--- src/rv_params.svh ---
`ifndef RV_PARAMS_SVH
`define RV_PARAMS_SVH

// register and data path width
`define XLEN 64

// first fetch address
`define RESET_PC 64'h0

// data memory size in bytes, power of two
`define DMEM_BYTES 256

`endif

--- src/rvIsaPkg.sv ---
package rvIsaPkg;

    // major opcodes, inst[6:0]
    typedef enum logic [6:0] {
        OP        = 7'b0110011,
        OP_IMM    = 7'b0010011,
        OP_32     = 7'b0111011,
        OP_IMM_32 = 7'b0011011,
        LOAD      = 7'b0000011,
        STORE     = 7'b0100011,
        LUI       = 7'b0110111,
        AUIPC     = 7'b0010111,
        JAL       = 7'b1101111,
        JALR      = 7'b1100111,
        BRANCH    = 7'b1100011,
        SYSTEM    = 7'b1110011
    } opcodeT;

    localparam logic [2:0] F3_LB   = 3'h0;
    localparam logic [2:0] F3_LH   = 3'h1;
    localparam logic [2:0] F3_LW   = 3'h2;
    localparam logic [2:0] F3_LD   = 3'h3;
    localparam logic [2:0] F3_LBU  = 3'h4;
    localparam logic [2:0] F3_LHU  = 3'h5;

    localparam logic [2:0] F3_SB   = 3'h0;
    localparam logic [2:0] F3_SH   = 3'h1;
    localparam logic [2:0] F3_SW   = 3'h2;
    localparam logic [2:0] F3_SD   = 3'h3;

    localparam logic [2:0] F3_BEQ  = 3'h0;
    localparam logic [2:0] F3_BNE  = 3'h1;
    localparam logic [2:0] F3_BLT  = 3'h4;
    localparam logic [2:0] F3_BGE  = 3'h5;
    localparam logic [2:0] F3_BLTU = 3'h6;
    localparam logic [2:0] F3_BGEU = 3'h7;

    localparam logic [6:0] F7_BASE   = 7'h00;
    localparam logic [6:0] F7_ALT    = 7'h20; // sub
    localparam logic [6:0] F7_MULDIV = 7'h01; // M extension

endpackage

--- src/rvImmGen.sv ---
`timescale 1ns/1ps
`include "rv_params.svh"

module rvImmGen (
    input  logic [31:0]      inst,
    output logic [`XLEN-1:0] imm
);
    import rvIsaPkg::*;

    always_comb begin
        case (inst[6:0])
            OP_IMM, OP_IMM_32, LOAD, JALR, SYSTEM: begin
                imm = {{(`XLEN-12){inst[31]}}, inst[31:20]};
            end
            STORE: begin
                imm = {{(`XLEN-12){inst[31]}}, inst[31:25], inst[11:7]};
            end
            BRANCH: begin
                imm = {{(`XLEN-13){inst[31]}}, inst[31], inst[7], inst[30:25],
                       inst[11:8], 1'b0};
            end
            LUI, AUIPC: begin
                imm = {{(`XLEN-32){inst[31]}}, inst[31:12], 12'b0};
            end
            JAL: begin
                imm = {{(`XLEN-21){inst[31]}}, inst[31], inst[19:12], inst[20],
                       inst[30:21], 1'b0};
            end
            default: imm = '0; // register-register forms
        endcase
    end

endmodule

--- config.mk ---
export PLATFORM = sky130hd
export DESIGN_NAME = rvImmGen
export DESIGN_NICKNAME = d
export VERILOG_FILES = /design/src/rvIsaPkg.sv /design/src/rvImmGen.sv
export VERILOG_INCLUDE_DIRS = /design/src
export SDC_FILE = /design/constraint.sdc
export NUM_CORES = 1
export LEC_CHECK = 0
export BUFFER_PORTS_ARGS = -buffer_cell sky130_fd_sc_hd__buf_2
export CAP_MARGIN = 20
export CELL_PAD_IN_SITES_DETAIL_PLACEMENT = 0
export CELL_PAD_IN_SITES_GLOBAL_PLACEMENT = 1
export CORE_MARGIN = 5
export CORE_UTILIZATION = 22
export DETAILED_ROUTE_END_ITERATION = 16
export PLACE_DENSITY_LB_ADDON = 0.1
export SLEW_MARGIN = 10
export SYNTH_ARGS = -nofsm -noshare
export SYNTH_HDL_FRONTEND = slang
export SYNTH_SLANG_ARGS = --single-unit
--- constraint.sdc ---
create_clock -name vclk -period 5.1
set_clock_uncertainty 0.1 [all_clocks]
set_input_delay 0.51 -clock vclk [all_inputs]
set_output_delay 0.51 -clock vclk [all_outputs]
set_load 0.1 [all_outputs]
==> results of run 1 <==
## cell type report
cell class                 count  area (µm²)
tap                           46        57.6
fill                         383        2300
inverter                       2        7.51
multi-input combinational     66         469
timing repair buffer          96         480
## routing by layer
layer  vias to the layer above  track usage, %
li1                        460               -
met1                       399            12.1
met2                        66            17.7
met3                         0            1.48
met4                         0           0.496
met5                         -               0
## placed cells by master, fill, tap and decap left out, drive strengths merged
cell type,netlist,final
nand3,4,4
a32oi,1,1
a21o,19,19
nor2b,1,1
nor4,1,1
a2111oi,1,1
o31ai,1,1
a32o,1,1
o21a,1,1
and2,6,6
nand4,1,1
nor2,5,5
mux2i,3,3
xnor2,1,1
a22o,4,4
buf,36,96
a21oi,4,4
or4,1,1
a311o,1,1
or3,4,4
inv,2,2
nand2,5,5
nand2b,1,1
## kinds of logic after synthesis
family	Yosys count	synth area share (%)
buffers and inverters	38	37.1
multiplexers	3	4.03
AO/OA/AOI/OAI	33	35.7
XOR/XNOR	1	1.17
AND/OR/NAND/NOR	29	22.0
## path summary, 6_finish.rpt
check / slack [ns] / end / from
hold / removal: 1.43 / imm[10] / inst[30]
setup / recovery: 1.79 / imm[63] / inst[2]
## power by group through the flow
stage / Clock, mW / Combinational [mW] / Sequential [mW]
floorplan: 0 / 0.119 / 0
global placement: 0 / 0.139 / 0
detailed placement: 0 / 0.139 / 0
CTS: 0 / 0.139 / 0
global route: 0 / 0.145 / 0
finish: 0 / 0.138 / 0
## stage by stage
stage | setup slack, ns | utilization (%) | instance area, µm² | power (mW) | hold WS (ns)
floorplan | 1.56 | - | 746 | 0.119 | 1.37
global placement | 1.84 | 30.7 | 1010 | 0.139 | 1.43
detailed placement | 1.72 | 30.7 | 1010 | 0.139 | 1.43
CTS | 1.72 | 30.7 | 1010 | 0.139 | 1.43
global route | 1.49 | 30.7 | 1010 | 0.145 | 1.44
finish | 1.79 | 30.7 | 1010 | 0.138 | 1.43
## Yosys cell counts
cell and instances:
or3_1 3, nand3_1 4, inv_2 1, inv_1 1
xnor2_1 1, a21oi_1 3, a21o_1 19, nand4_1 1
a32o_1 1, or4_1 1, nor2_1 5, buf_2 2
or3_4 1, nor4_2 1, a22o_1 4, a21oi_4 1
nor2b_1 1, mux2i_1 3, a32oi_1 1, a2111oi_0 1
a311o_1 1, o31ai_2 1, nand2b_1 1, o21a_1 1
and2_1 6, nand2_1 5, buf_4 33, buf_6 1
==> impl_metrics.ini, run 1 <==
[global_route]
grt_max_degree = 34
grt.total_usage_pct = 9.58
grt_pass1_wl_mm = 3.66
grt_pass1_vias = 869
antenna_found_initial = 0
grt_overflow_total = 0

[yosys]
synthCells = 104
syn_area_um2 = 746
synth_cell_types = 28
seq_area_frac_synth_pct = 0
avgSynthCellArea_um2 = 7.17
yosysTopAreaCell = buf_4
yosysTopAreaCellShare_pct = 33.2
syn_nets = 136
ys_warn_count = 0
synth_area_leaders = buf_4, a21o_1, and2_1, a22o_1, mux2i_1

[die]
die-area_mm2 = 0.00465
row_count = 21
io_pins = 96
die_w_um = 68.2
start_util_pct = 22.5
fp.dieH_um = 68.2
coreArea_mm2 = 0.00331

[cells_and_area]
n_sequential_cell = 0
area_growth_pct = 36.1
drive_gt1_share_pct = 61.6
layout.nets = 198
diodes = 0
fin_cells = 210
regArea_um2 = 0
n_clock_buffer = 0

[route]
top_layer = met3
drtPass1Iterations = 6
m1WireLength_mm = 1.05
route.detailed.wl_per_inst_um = 12.2
drc = 0
vias = 925
ant_nets = 0
drt_wl_total_mm = 2.55
drt-initial-drc-count = 92
dr_wl_met2_mm = 1.16
met3_length_um = 347
viasPerCell = 4.40

[critical_path]
worstSetupPathDepth = 5
slowest_stage = o21a_1
slowest_delay_ns = 0.64
cp_cell_sequence = buf_2 > nand3_1 > nor2_1 > o21a_1 > buf_2
critical_path_buf_inv_count = 2
critPathMaxFanout = 33
worstSetupPathType = in2out
startpoint_type = primary input
crit_top_cell = buf_2
worstPathArrival_ns = 2.70
crit_required_ns = 4.49
path_delay_family = simple AND/OR/NAND/NOR gates
worstSetupEndpointType = output port

[clock_tree]
cts-resized-gates = 0
post_cts_buffers = 0
cts_hold_buf = 0

[power_and_ir_drop]
combPwrFrac_pct = 100.0
p_int_mw = 0.0247
leakage_nw = 0.792
swShare_pct = 82.1
powerDensity_mw_per_mm2 = 136
irDropWorstVdd_v = 0.0000442
p_switching_mw = 0.114
clockPowerShare_pct = 0
seqPwrFrac_pct = 0

[worst_hold_path]
hp-class = in2out
hold_path_depth = 3

[placement]
place_congestion = 0.761
io_buffers = 96
dpl.hpwl_mm = 2.18
dp_cells = 210

[sta]
slew_violations = 0
slew_headroom_pct = 49.3
rsz0062_at_grt = false
setup_tns_ns = 0
setup_viol = 0
post-route-min-period_ns = 3.31
period_share_pct = 64.8
worst_pin_slew_ns = 0.757
max_freq_mhz = 302
final-hold-violation-count = 0

[status]
status = finished, final reports clean

[run]
max-cap-violations = 0
Power figures use the tool's default switching activity.
==> run 2, diff against run 1 <==
- CORE_UTILIZATION: 22 -> 18
- clock period: 5.1 -> 2.95 ns (I/O delays scaled with it)
==> impl_metrics.ini, run 2 (synthesis results as in run 1) <==
[status]
status = finished, final reports clean

[die]
die_w_um = 74.4
die-area_mm2 = 0.00553
fp.dieH_um = 74.4
io_pins = 96
row_count = 23
coreArea_mm2 = 0.00400
start_util_pct = 18.6

[critical_path]
cp_cell_sequence = buf_2 > mux2i_1 > a32oi_1 > nor2_1 > o21a_2 > buf_12 > buf_12
worstSetupPathType = in2out
critical_path_buf_inv_count = 3
slowest_delay_ns = 0.33
worstPathArrival_ns = 1.95
worstSetupEndpointType = output port
slowest_stage = buf_12
path_delay_family = buffers and inverters
critPathMaxFanout = 33
startpoint_type = primary input
crit_top_cell = buf_12
crit_required_ns = 2.56

[global_route]
antenna_found_initial = 0
grt.total_usage_pct = 10.4
grt_pass1_wl_mm = 4.69
grt_max_degree = 34
grt_overflow_total = 0
grt_pass1_vias = 971

[cells_and_area]
final_cell_mix = buf_2, buf_12, a21o_1
drive_gt1_share_pct = 63.1
finalCoreUtilization_pct = 39.0
layout.nets = 202
n_sequential_cell = 0
regArea_um2 = 0
diodes = 0
area_growth_pct = 109
final_common_cell = buf_2
final_area_mm2 = 0.00156
n_clock_buffer = 0

[sta]
slew_violations = 0
worst_pin_slew_ns = 0.570
setup_tns_ns = 0
post-route-min-period_ns = 2.35
rsz0062_at_grt = false
slew_headroom_pct = 62.0
setup_viol = 0
post-route-worst-setup-slack_ns = 0.604
period_share_pct = 79.5
final-hold-violation-count = 0
max_freq_mhz = 426

[clock_tree]
post_cts_buffers = 0
cts_hold_buf = 0
cts-resized-gates = 0

[route]
viasPerCell = 4.23
drtPass1Iterations = 4
vias = 922
drt_wl_total_mm = 3.13
ant_nets = 0
drc = 0
drt-initial-drc-count = 49
route.detailed.wl_per_inst_um = 14.3

[run]
max-cap-violations = 0

[placement]
io_buffers = 96
place_congestion = 0.799
placed_cell_area_mm2 = 0.00156
dpl.hpwl_mm = 2.71
pre_cts_ws_ns = 0.596

[power_and_ir_drop]
irDropWorstVdd_v = 0.0000715
leakage_nw = 0.908
powerDensity_mw_per_mm2 = 181

[worst_hold_path]
hp-class = in2out
==> run 2: stage by stage <==
stage | total power [mW] | hold slack, ns | instances
after global placement | 0.284 | 1.00 | 218
final | 0.282 | 0.996 | 218
after CTS | 0.284 | 0.997 | 218
after global routing | 0.293 | 1.00 | 218
after floorplan | 0.205 | 0.887 | 104
after detailed placement | 0.284 | 0.997 | 218
==> run 2: final timing paths <==
path | startpoint | endpoint | cells past startpoint
hold / removal | inst[26] | imm[6] | 3
setup / recovery | inst[2] | imm[41] | 7
==> run 2: final cells by class <==
type                       instances  area [µm²]
fill                             414        2440
inverter                           2        7.51
multi-input combinational         66         470
tap                               50        62.6
timing repair buffer             100        1020
==> run 2: metal layers <==
layer	routed length, µm	GRT usage [%]
met1	1100	11.3
met2	1540	18.5
met3	478	6.22
met4	0	0
met5	0	0
==> run 2: power breakdown <==
part	internal (mW)	total, mW	switching (mW)
clock network	0	0	0
logic	0.0783	0.282	0.204
registers	0	0	0
