--- src/rv_params.svh ---
`ifndef RV_PARAMS_SVH
`define RV_PARAMS_SVH

// register and data path width
`define XLEN 64

// first fetch address
`define RESET_PC 64'h0

// data memory size in bytes, power of two
`define DMEM_BYTES 256

`endif

--- src/rvIsaPkg.sv ---
package rvIsaPkg;

    // major opcodes, inst[6:0]
    typedef enum logic [6:0] {
        OP        = 7'b0110011,
        OP_IMM    = 7'b0010011,
        OP_32     = 7'b0111011,
        OP_IMM_32 = 7'b0011011,
        LOAD      = 7'b0000011,
        STORE     = 7'b0100011,
        LUI       = 7'b0110111,
        AUIPC     = 7'b0010111,
        JAL       = 7'b1101111,
        JALR      = 7'b1100111,
        BRANCH    = 7'b1100011,
        SYSTEM    = 7'b1110011
    } opcodeT;

    localparam logic [2:0] F3_LB   = 3'h0;
    localparam logic [2:0] F3_LH   = 3'h1;
    localparam logic [2:0] F3_LW   = 3'h2;
    localparam logic [2:0] F3_LD   = 3'h3;
    localparam logic [2:0] F3_LBU  = 3'h4;
    localparam logic [2:0] F3_LHU  = 3'h5;

    localparam logic [2:0] F3_SB   = 3'h0;
    localparam logic [2:0] F3_SH   = 3'h1;
    localparam logic [2:0] F3_SW   = 3'h2;
    localparam logic [2:0] F3_SD   = 3'h3;

    localparam logic [2:0] F3_BEQ  = 3'h0;
    localparam logic [2:0] F3_BNE  = 3'h1;
    localparam logic [2:0] F3_BLT  = 3'h4;
    localparam logic [2:0] F3_BGE  = 3'h5;
    localparam logic [2:0] F3_BLTU = 3'h6;
    localparam logic [2:0] F3_BGEU = 3'h7;

    localparam logic [6:0] F7_BASE   = 7'h00;
    localparam logic [6:0] F7_ALT    = 7'h20; // sub
    localparam logic [6:0] F7_MULDIV = 7'h01; // M extension

endpackage

--- src/rvCtrlPkg.sv ---
package rvCtrlPkg;

    typedef enum logic [3:0] {
        ADD,
        SUB,
        MUL,    // low XLEN bits of product
        XOR,
        OR,
        AND,
        SLL,
        SRL,
        SLT,
        SLTU,
        PASS_B, // lui
        NONE
    } aluOpT;

    // write-back source
    typedef enum logic [1:0] {
        ALU,
        MEM,
        PC_PLUS4,
        ALU_W   // low word, sign-extended
    } wbSelT;

endpackage

--- src/rvDecoder.sv ---
`timescale 1ns/1ps
`include "rv_params.svh"

module rvDecoder (
    input  logic [31:0]       inst,
    input  logic [`XLEN-1:0]  rs1Data,
    input  logic [`XLEN-1:0]  rs2Data,
    output rvCtrlPkg::aluOpT  aluOp,
    output logic              selA,     // 1: rs1, 0: pc
    output logic              selB,     // 1: rs2, 0: imm
    output logic              regWrite,
    output logic              memRead,
    output logic              loadSigned,
    output logic              jump,
    output logic              jumpReg,
    output logic              halt,
    output rvCtrlPkg::wbSelT  wbSel,
    output logic [3:0]        loadBytes,
    output logic [7:0]        storeMask
);
    import rvIsaPkg::*;
    import rvCtrlPkg::*;

    opcodeT     opcode;
    logic [2:0] funct3;
    logic [6:0] funct7;
    logic       signedLt;
    logic       unsignedLt;

    assign opcode     = opcodeT'(inst[6:0]);
    assign funct3     = inst[14:12];
    assign funct7     = inst[31:25];
    assign signedLt   = $signed(rs1Data) < $signed(rs2Data);
    assign unsignedLt = rs1Data < rs2Data;

    // funct3 map shared by OP and OP-IMM
    function automatic aluOpT baseOp(input logic [2:0] f3, input logic plainShift);
        case (f3)
            3'b000:  return ADD;
            3'b001:  return plainShift ? SLL : NONE;
            3'b010:  return SLT;
            3'b011:  return SLTU;
            3'b100:  return XOR;
            3'b101:  return plainShift ? SRL : NONE; // no sra
            3'b110:  return OR;
            default: return AND;
        endcase
    endfunction

    always_comb begin
        aluOp      = NONE;
        selA       = 1'b1;
        selB       = 1'b1;
        regWrite   = 1'b0;
        memRead    = 1'b0;
        loadSigned = 1'b0;
        loadBytes  = 4'd0;
        storeMask  = 8'h00;
        wbSel      = ALU;
        jump       = 1'b0;
        jumpReg    = 1'b0;
        halt       = 1'b0;
        case (opcode)
            OP: begin
                regWrite = 1'b1;
                case (funct7)
                    F7_BASE:   aluOp = baseOp(funct3, 1'b1);
                    F7_ALT:    aluOp = (funct3 == 3'b000) ? SUB : NONE;
                    F7_MULDIV: aluOp = (funct3 == 3'b000) ? MUL : NONE; // div/rem dropped
                    default:   aluOp = NONE;
                endcase
            end
            OP_IMM: begin
                selB     = 1'b0;
                regWrite = 1'b1;
                aluOp    = baseOp(funct3, inst[31:26] == 6'b0);
            end
            OP_32: begin
                regWrite = 1'b1;
                wbSel    = ALU_W;
                if (funct3 == 3'b000 && funct7 == F7_BASE) begin
                    aluOp = ADD;
                end else if (funct3 == 3'b000 && funct7 == F7_MULDIV) begin
                    aluOp = MUL;
                end
            end
            OP_IMM_32: begin
                selB     = 1'b0;
                regWrite = 1'b1;
                wbSel    = ALU_W;
                aluOp    = (funct3 == 3'b000) ? ADD : NONE; // addiw only
            end
            LUI: begin
                selB     = 1'b0;
                regWrite = 1'b1;
                aluOp    = PASS_B;
            end
            AUIPC: begin
                selA     = 1'b0;
                selB     = 1'b0;
                regWrite = 1'b1;
                aluOp    = ADD;
            end
            LOAD: begin
                selB     = 1'b0;
                aluOp    = ADD;
                regWrite = 1'b1;
                memRead  = 1'b1;
                wbSel    = MEM;
                case (funct3)
                    F3_LB:  begin loadBytes = 4'd1; loadSigned = 1'b1; end
                    F3_LH:  begin loadBytes = 4'd2; loadSigned = 1'b1; end
                    F3_LW:  begin loadBytes = 4'd4; loadSigned = 1'b1; end
                    F3_LD:  loadBytes = 4'd8;
                    F3_LBU: loadBytes = 4'd1;
                    F3_LHU: loadBytes = 4'd2;
                    default: begin
                        regWrite = 1'b0;
                        memRead  = 1'b0;
                    end
                endcase
            end
            STORE: begin
                selB  = 1'b0;
                aluOp = ADD;
                case (funct3)
                    F3_SB:   storeMask = 8'h01;
                    F3_SH:   storeMask = 8'h03;
                    F3_SW:   storeMask = 8'h0f;
                    F3_SD:   storeMask = 8'hff;
                    default: storeMask = 8'h00;
                endcase
            end
            JAL: begin
                regWrite = 1'b1;
                wbSel    = PC_PLUS4;
                jump     = 1'b1;
            end
            JALR: begin
                regWrite = 1'b1;
                wbSel    = PC_PLUS4;
                jump     = 1'b1;
                jumpReg  = 1'b1;
            end
            BRANCH: begin
                case (funct3)
                    F3_BEQ:  jump = rs1Data == rs2Data;
                    F3_BNE:  jump = rs1Data != rs2Data;
                    F3_BLT:  jump = signedLt;
                    F3_BGE:  jump = !signedLt;
                    F3_BLTU: jump = unsignedLt;
                    F3_BGEU: jump = !unsignedLt;
                    default: jump = 1'b0;
                endcase
            end
            SYSTEM: begin
                halt = (funct3 == 3'b000) && (inst[31:20] == 12'h001); // ebreak
            end
            default: ;
        endcase
    end

endmodule

--- config.mk ---
export PLATFORM = sky130hd
export DESIGN_NAME = rvDecoder
export DESIGN_NICKNAME = d
export VERILOG_FILES = /design/src/rvIsaPkg.sv /design/src/rvCtrlPkg.sv /design/src/rvDecoder.sv
export VERILOG_INCLUDE_DIRS = /design/src
export SDC_FILE = /design/constraint.sdc
export NUM_CORES = 1
export LEC_CHECK = 0
export ABC_AREA = 1
export BUFFER_PORTS_ARGS = -buffer_cell sky130_fd_sc_hd__buf_2
export CAP_MARGIN = 30
export CORE_MARGIN = 5
export CORE_UTILIZATION = 42
export DETAILED_ROUTE_END_ITERATION = 8
export PLACE_DENSITY = 0.86
export REMOVE_ABC_BUFFERS = 1
export SLEW_MARGIN = 10
export SYNTH_ARGS = -nofsm -noshare
export SYNTH_HDL_FRONTEND = slang
export SYNTH_SLANG_ARGS = --single-unit
--- constraint.sdc ---
create_clock -name vclk -period 2.2
set_clock_uncertainty 0.2 [all_clocks]
set_input_delay 0.22 -clock vclk [all_inputs]
set_output_delay 0.22 -clock vclk [all_outputs]
set_load 0.05 [all_outputs]
==> results of run 1 <==
## how the worst max path moves through the flow
stage,cells after the start,start,end
finish,16,rs1Data[45],jump
floorplan,8,inst[1],storeMask[4]
CTS,15,rs1Data[21],jump
global route,17,rs2Data[45],jump
detailed placement,16,rs1Data[39],jump
global placement,17,rs2Data[19],jump
## area by class of cell
cell class / instances / area [sq um] / area share
Timing Repair Buffer: 187 / 1109 / 0.2624
Inverter: 108 / 414.1 / 0.09805
Tap cell: 72 / 90.09 / 0.02133
Multi-Input combinational cell: 299 / 2611 / 0.6182
## report_power, final
| part | internal, mW | total, mW | switching, mW | leakage, nW |
|---|---|---|---|---|
| registers | 0 | 0 | 0 | 0 |
| logic | 0.391 | 0.779 | 0.388 | 2.33 |
| clock network | 0 | 0 | 0 | 0 |
| total | 0.391 | 0.779 | 0.388 | 2.33 |
## per-layer routing
metal | wire (um) | part of all wire | GRT usage | vias to the layer above
li1 | - | - | - | 1669
met1 | 3507 | 0.36 | 0.2197 | 1523
met2 | 5250 | 0.55 | 0.4100 | 172
met3 | 560 | 0.058 | 0.02764 | 40
met4 | 306 | 0.032 | 0.04386 | 0
met5 | 0 | 0 | 0 | -
## synth_stat cells
| library cell | number | share of area |
|---|---|---|
| nor4b_1 | 1 | 0.0038 |
| a21oi_1 | 37 | 0.081 |
| nand3b_1 | 1 | 0.0033 |
| nand3_1 | 14 | 0.031 |
| nand2_1 | 90 | 0.15 |
| nor2_1 | 51 | 0.083 |
| clkinv_1 | 1 | 0.0016 |
| o21bai_1 | 1 | 0.0033 |
| nor4_1 | 1 | 0.0027 |
| a41oi_1 | 1 | 0.0038 |
| o31ai_1 | 1 | 0.0033 |
| buf_4 | 4 | 0.013 |
| ha_1 | 64 | 0.35 |
| a31oi_1 | 1 | 0.0027 |
| o2111ai_1 | 2 | 0.0076 |
| nor2_2 | 1 | 0.0027 |
| o21ai_0 | 11 | 0.024 |
| inv_1 | 107 | 0.18 |
| clkbuf_1 | 1 | 0.0016 |
| o41ai_1 | 1 | 0.0038 |
| a21o_1 | 1 | 0.0033 |
| o21a_1 | 3 | 0.0098 |
| nor3_1 | 9 | 0.020 |
| nand4_1 | 7 | 0.019 |
| nand3_2 | 1 | 0.0044 |
## cell families (layout without fill, tap and decap cells)
group,Yosys count,after routing
simple gates,176,176
buf+inv,113,295
fa+ha+maj,64,64
compound gates,59,59
## stage by stage
stage / instance area, sq um / worst slack, ns / hold WS [ns] / std cells / setup TNS, ns
final: 4224 / -0.1926 / 0.5683 / 666 / -0.1926
after detailed placement: 3306 / -0.2819 / 0.5644 / 665 / -0.2819
after global placement: 3306 / -0.2323 / 0.5608 / 665 / -0.2323
after CTS: 3585 / -0.1204 / 0.5642 / 665 / -0.1204
after floorplan: 2260 / -2.702 / 0.4157 / 407 / -16.17
after global routing: 4224 / -0.3359 / 0.5819 / 666 / -0.3569
## critical path, cell delays in order
cell      delay (ns)
buf_2           0.10
ha_1            0.33
nand2_1         0.09
nor2_2          0.15
nand2_1         0.08
nor2_1          0.10
nand2_1         0.08
clkinv_2        0.06
nand3_2         0.07
a21oi_2         0.14
nand2_1         0.06
nor2_1          0.08
nand3_1         0.10
nand2_1         0.08
nand2_1         0.06
buf_6           0.16
## repair_timing
action | 4_1_cts | 5_1_grt
gates resized for setup | 53 | 128
setup endpoints to repair | 1 | 8
hold buffers | 0 | 0
setup buffers | 0 | 1
pin swaps | 32 | 75
==> results.py, run 1 <==
metrics = {
    "timing": {
        "finalSetupViolations": 1,
        "max-slew-margin-rel": 0.7859,
        "hold_violations": 0,
        "grt_setup_unrepaired": "yes",
        "min_period_ns": 2.393,
        "tightestPinTransition_ns": 0.3183,
        "slew_viol_final": 0,
        "final.setup.worst_slack_ns": -0.1926,
        "fin_crit_sh": 1.088,
        "timing.fmax_mhz": 418.0,
    },
    "yosys": {
        "syn_area_per_cell_sq_um": 5.567,
        "yosysWarnings": 0,
        "synth_cell_type_count": 25,
        "synth_xor_area_frac": 0,
        "synth_top_family_by_area": "adder cells",
        "seq_area_frac_synth": 0,
        "syn_inst": 412,
        "synthMuxAreaShare": 0,
        "synth-simple-area-share": 0.3170,
        "synth_compound_area_frac": 0.1424,
        "syn_area_sq_um": 2293,
        "yosys.area_share.adder": 0.3492,
    },
    "detailed_routing": {
        "vias": 3404,
        "viasPerCell": 5.111,
        "wire_per_inst_um": 14.45,
        "drc_errors": 0,
        "drt-pass1-iter-count": 6,
        "initialDrtViolationCount": 143,
        "routed_wl_mm": 9.624,
        "ant_nets": 0,
    },
    "min_path": {
        "hold_end": "jumpReg",
        "hold_path.class": "input port to primary output",
        "worstHoldPathCells": 3,
        "min_from": "inst[3]",
    },
    "placed_design": {
        "place.gp.congestion": 0.8851,
        "dp_hpwl_mm": 6.971,
        "io_buffer_count": 176,
    },
    "critical_path": {
        "end_kind": "primary output",
        "crit_fanout": 2,
        "cp-start-kind": "input port",
        "cp.arrival_ns": 1.97,
        "criticalPathCategory": "input port to primary output",
        "critPathRequiredTime_ns": 1.78,
    },
    "cells_and_area": {
        "nNetsFinal": 820,
        "drive_gt1_frac": 0.5370,
        "layout_common_cells": "151 x buf_2, 76 x inv_1, 70 x nand2_1",
        "flops_and_latches": 0,
        "num-fill-cells": 374,
        "layout_commonest_cell": "buf_2",
        "diodes": 0,
        "nClkBuffers": 0,
        "ff_latch_area_sq_um": 0,
        "syn2layout_area_growth_pct": 84.18,
        "utilization": 0.7815,
    },
    "status": {
        "violations": "setup timing",
        "status": "complete, but fails checks",
    },
    "floorplanning": {
        "start_util": 0.4243,
        "fp.dieW_um": 83.90,
        "ios": 186,
        "std_cell_rows": 27,
        "design.core.area_sq_um": 5405,
        "die_y_um": 83.90,
        "die_area_sq_um": 7038,
    },
    "grt": {
        "overflow": 0,
        "grt_start_max_net_pins": 13,
        "antenna_found_initial": 0,
        "grt_usage": 0.2033,
        "grt_pass1_wl_mm": 12.65,
        "grt_pass1_vias": 3215,
    },
    "power_and_ir_drop": {
        "powerDensity_nw_per_um2": 184.4,
        "power.total_mw": 0.7788,
        "p_leak_nw": 2.331,
        "vdd_drop_max_uv": 130.0,
    },
    "job": {
        "max_cap_violations": 0,
    },
}
Note: power is estimated with default switching activity, not from simulation.
==> inputs of run 2 (changes only) <==
--- a/config.mk
+++ b/config.mk
@@ -6,13 +6,12 @@
 export SDC_FILE = /design/constraint.sdc
 export NUM_CORES = 1
 export LEC_CHECK = 0
-export ABC_AREA = 1
 export BUFFER_PORTS_ARGS = -buffer_cell sky130_fd_sc_hd__buf_2
 export CAP_MARGIN = 30
 export CORE_MARGIN = 5
-export CORE_UTILIZATION = 42
+export CORE_UTILIZATION = 41
 export DETAILED_ROUTE_END_ITERATION = 8
-export PLACE_DENSITY = 0.86
+export PLACE_DENSITY = 0.85
 export REMOVE_ABC_BUFFERS = 1
 export SLEW_MARGIN = 10
 export SYNTH_ARGS = -nofsm -noshare
==> results.py, run 2 <==
metrics = {
    "status": {
        "status": "complete, but fails checks",
        "violations": "setup timing",
    },
    "power_and_ir_drop": {
        "vdd_drop_max_uv": 101.8,
        "powerDensity_nw_per_um2": 162.4,
        "p_leak_nw": 2.077,
    },
    "timing": {
        "final.setup.worst_slack_ns": -0.4728,
        "timing.fmax_mhz": 374.1,
        "grt_setup_unrepaired": "yes",
        "tns_ns": -1.482,
        "tightestPinTransition_ns": 0.4142,
        "finalSetupViolations": 6,
        "fin_crit_sh": 1.215,
        "slew_viol_final": 0,
        "max-slew-margin-rel": 0.7217,
        "min_period_ns": 2.673,
        "hold_violations": 0,
    },
    "yosys": {
        "synth_cell_type_count": 44,
        "synth_top_area_cell": "ha_1",
        "seq_area_frac_synth": 0,
        "yosysWarnings": 0,
        "synthTopCellsByCount": "70 x inv_1, 64 x ha_1, 33 x a21oi_1, 33 x nand2_1, 15 x o21ai_0",
        "post-synth-top-count-cell": "inv_1",
        "ys_top_cells_by_area": "ha_1 36%, inv_1 12%, a21oi_1 7.5%",
        "syn_area_per_cell_sq_um": 6.600,
        "syn_area_sq_um": 2211,
        "yosysTopAreaCellShare": 0.3622,
        "syn_inst": 335,
    },
    "critical_path": {
        "cp_cell_sequence": "buf_6, ha_4, a21oi_2, nand2_1, a221o_1, or3_4, a221oi_4, xnor2_1, o221ai_1, buf_4",
        "cp.arrival_ns": 2.25,
        "slowest_stage": "or3_4",
        "end_kind": "primary output",
        "cp-start-kind": "input port",
        "max_stage_delay_ns": 0.35,
        "critPathRequiredTime_ns": 1.78,
        "criticalPathCategory": "input port to primary output",
        "crit_fanout": 3,
    },
    "grt": {
        "grt_pass1_vias": 3120,
        "antenna_found_initial": 0,
        "overflow": 0,
        "grt_pass1_wl_mm": 13.50,
        "grt_usage": 0.2236,
        "grt_start_max_net_pins": 15,
    },
    "min_path": {
        "hold_end": "halt",
        "worstHoldPathCells": 4,
        "min_from": "inst[24]",
        "hold_path.class": "input port to primary output",
    },
    "placed_design": {
        "place.gp.congestion": 0.9101,
        "io_buffer_count": 176,
        "pre_cts_ws_ns": -0.6114,
        "dp_hpwl_mm": 6.923,
        "dp_cells": 587,
    },
    "clock_network": {
        "cts_hold_buf": 0,
    },
    "floorplanning": {
        "design.core.area_sq_um": 5172,
        "std_cell_rows": 26,
        "start_util": 0.4274,
        "die_y_um": 83.43,
        "ios": 186,
        "die_area_sq_um": 6961,
        "fp.dieW_um": 83.43,
    },
    "cells_and_area": {
        "utilization": 0.6921,
        "diodes": 0,
        "nClkBuffers": 0,
        "layout_common_cells": "165 x buf_2, 65 x inv_1, 53 x ha_1",
        "ff_latch_area_sq_um": 0,
        "layout_commonest_cell": "buf_2",
        "final_cells": 590,
        "drive_gt1_frac": 0.4538,
        "nNetsFinal": 746,
        "syn2layout_area_growth_pct": 61.91,
        "flops_and_latches": 0,
    },
    "detailed_routing": {
        "drc_errors": 0,
        "viasPerCell": 5.147,
        "initialDrtViolationCount": 158,
        "ant_nets": 0,
        "routed_wl_mm": 8.252,
        "vias": 3037,
        "drt-pass1-iter-count": 4,
        "wire_per_inst_um": 13.99,
    },
    "job": {
        "max_cap_violations": 0,
    },
}
run 2: kinds of logic after synthesis:
logic type,after synthesis,share of synthesized area
compound gates,80,0.2224
xor+xnor,3,0.01189
fa+ha+maj,64,0.3622
buf+inv,83,0.1551
mux,1,0.004528
simple gates,104,0.2439
run 2: routing by layer:
layer	routed length, um	global-route usage	share of wire	up-vias
met1	3020	0.2395	0.37	1329
met5	0	0	0	-
met3	595	0.03069	0.072	22
li1	-	-	-	1542
met4	229	0.06140	0.028	0
met2	4407	0.4483	0.53	144
run 2: worst max path at each step:
stage | endpoint | slack, ns | from | cells past startpoint
final | jump | -0.47 | rs1Data[14] | 10
after global routing | jump | -0.60 | rs2Data[14] | 11
after CTS | jump | -0.44 | rs1Data[1] | 10
after detailed placement | jump | -0.61 | rs1Data[14] | 10
after global placement | jump | -0.60 | rs1Data[14] | 10
after floorplan | storeMask[4] | -1.45 | inst[1] | 5
run 2: area by class of cell:
type | instances | area, sq um
inverters | 70 | 267.8
multi-input cells | 252 | 2102
fillers | 409 | 1593
repair buffers | 198 | 1122
well taps | 70 | 87.58
run 2: worst max-delay path: cells and delay by family:
| family | cells | cell delay, ns |
|---|---|---|
| fa+ha+maj | 1 | 0.24 |
| compound gates | 4 | 0.94 |
| simple gates | 2 | 0.42 |
| buf+inv | 2 | 0.34 |
| xor+xnor | 1 | 0.09 |
run 2: where the power goes:
| group | switching (mW) | total, mW | internal [mW] |
|---|---|---|---|
| clock network | 0 | 0 | 0 |
| registers | 0 | 0 | 0 |
| logic | 0.288 | 0.581 | 0.293 |
| total | 0.288 | 0.581 | 0.293 |
run 2: timing repair:
action                     CTS  global route
buffers inserted             1             2
setup endpoints to repair    6             6
gates resized for setup     47             9
pin swaps                   13             7
run 2: stage by stage:
step                cell area (sq um)  power (mW)  hold WS [ns]
global placement                 3242      0.4878        0.6368
CTS                              3528      0.5647        0.6218
detailed placement               3242      0.5111        0.6505
finish                           3580      0.5814        0.6317
floorplan                        2131      0.2658        0.4157
global route                     3580      0.6607        0.6407
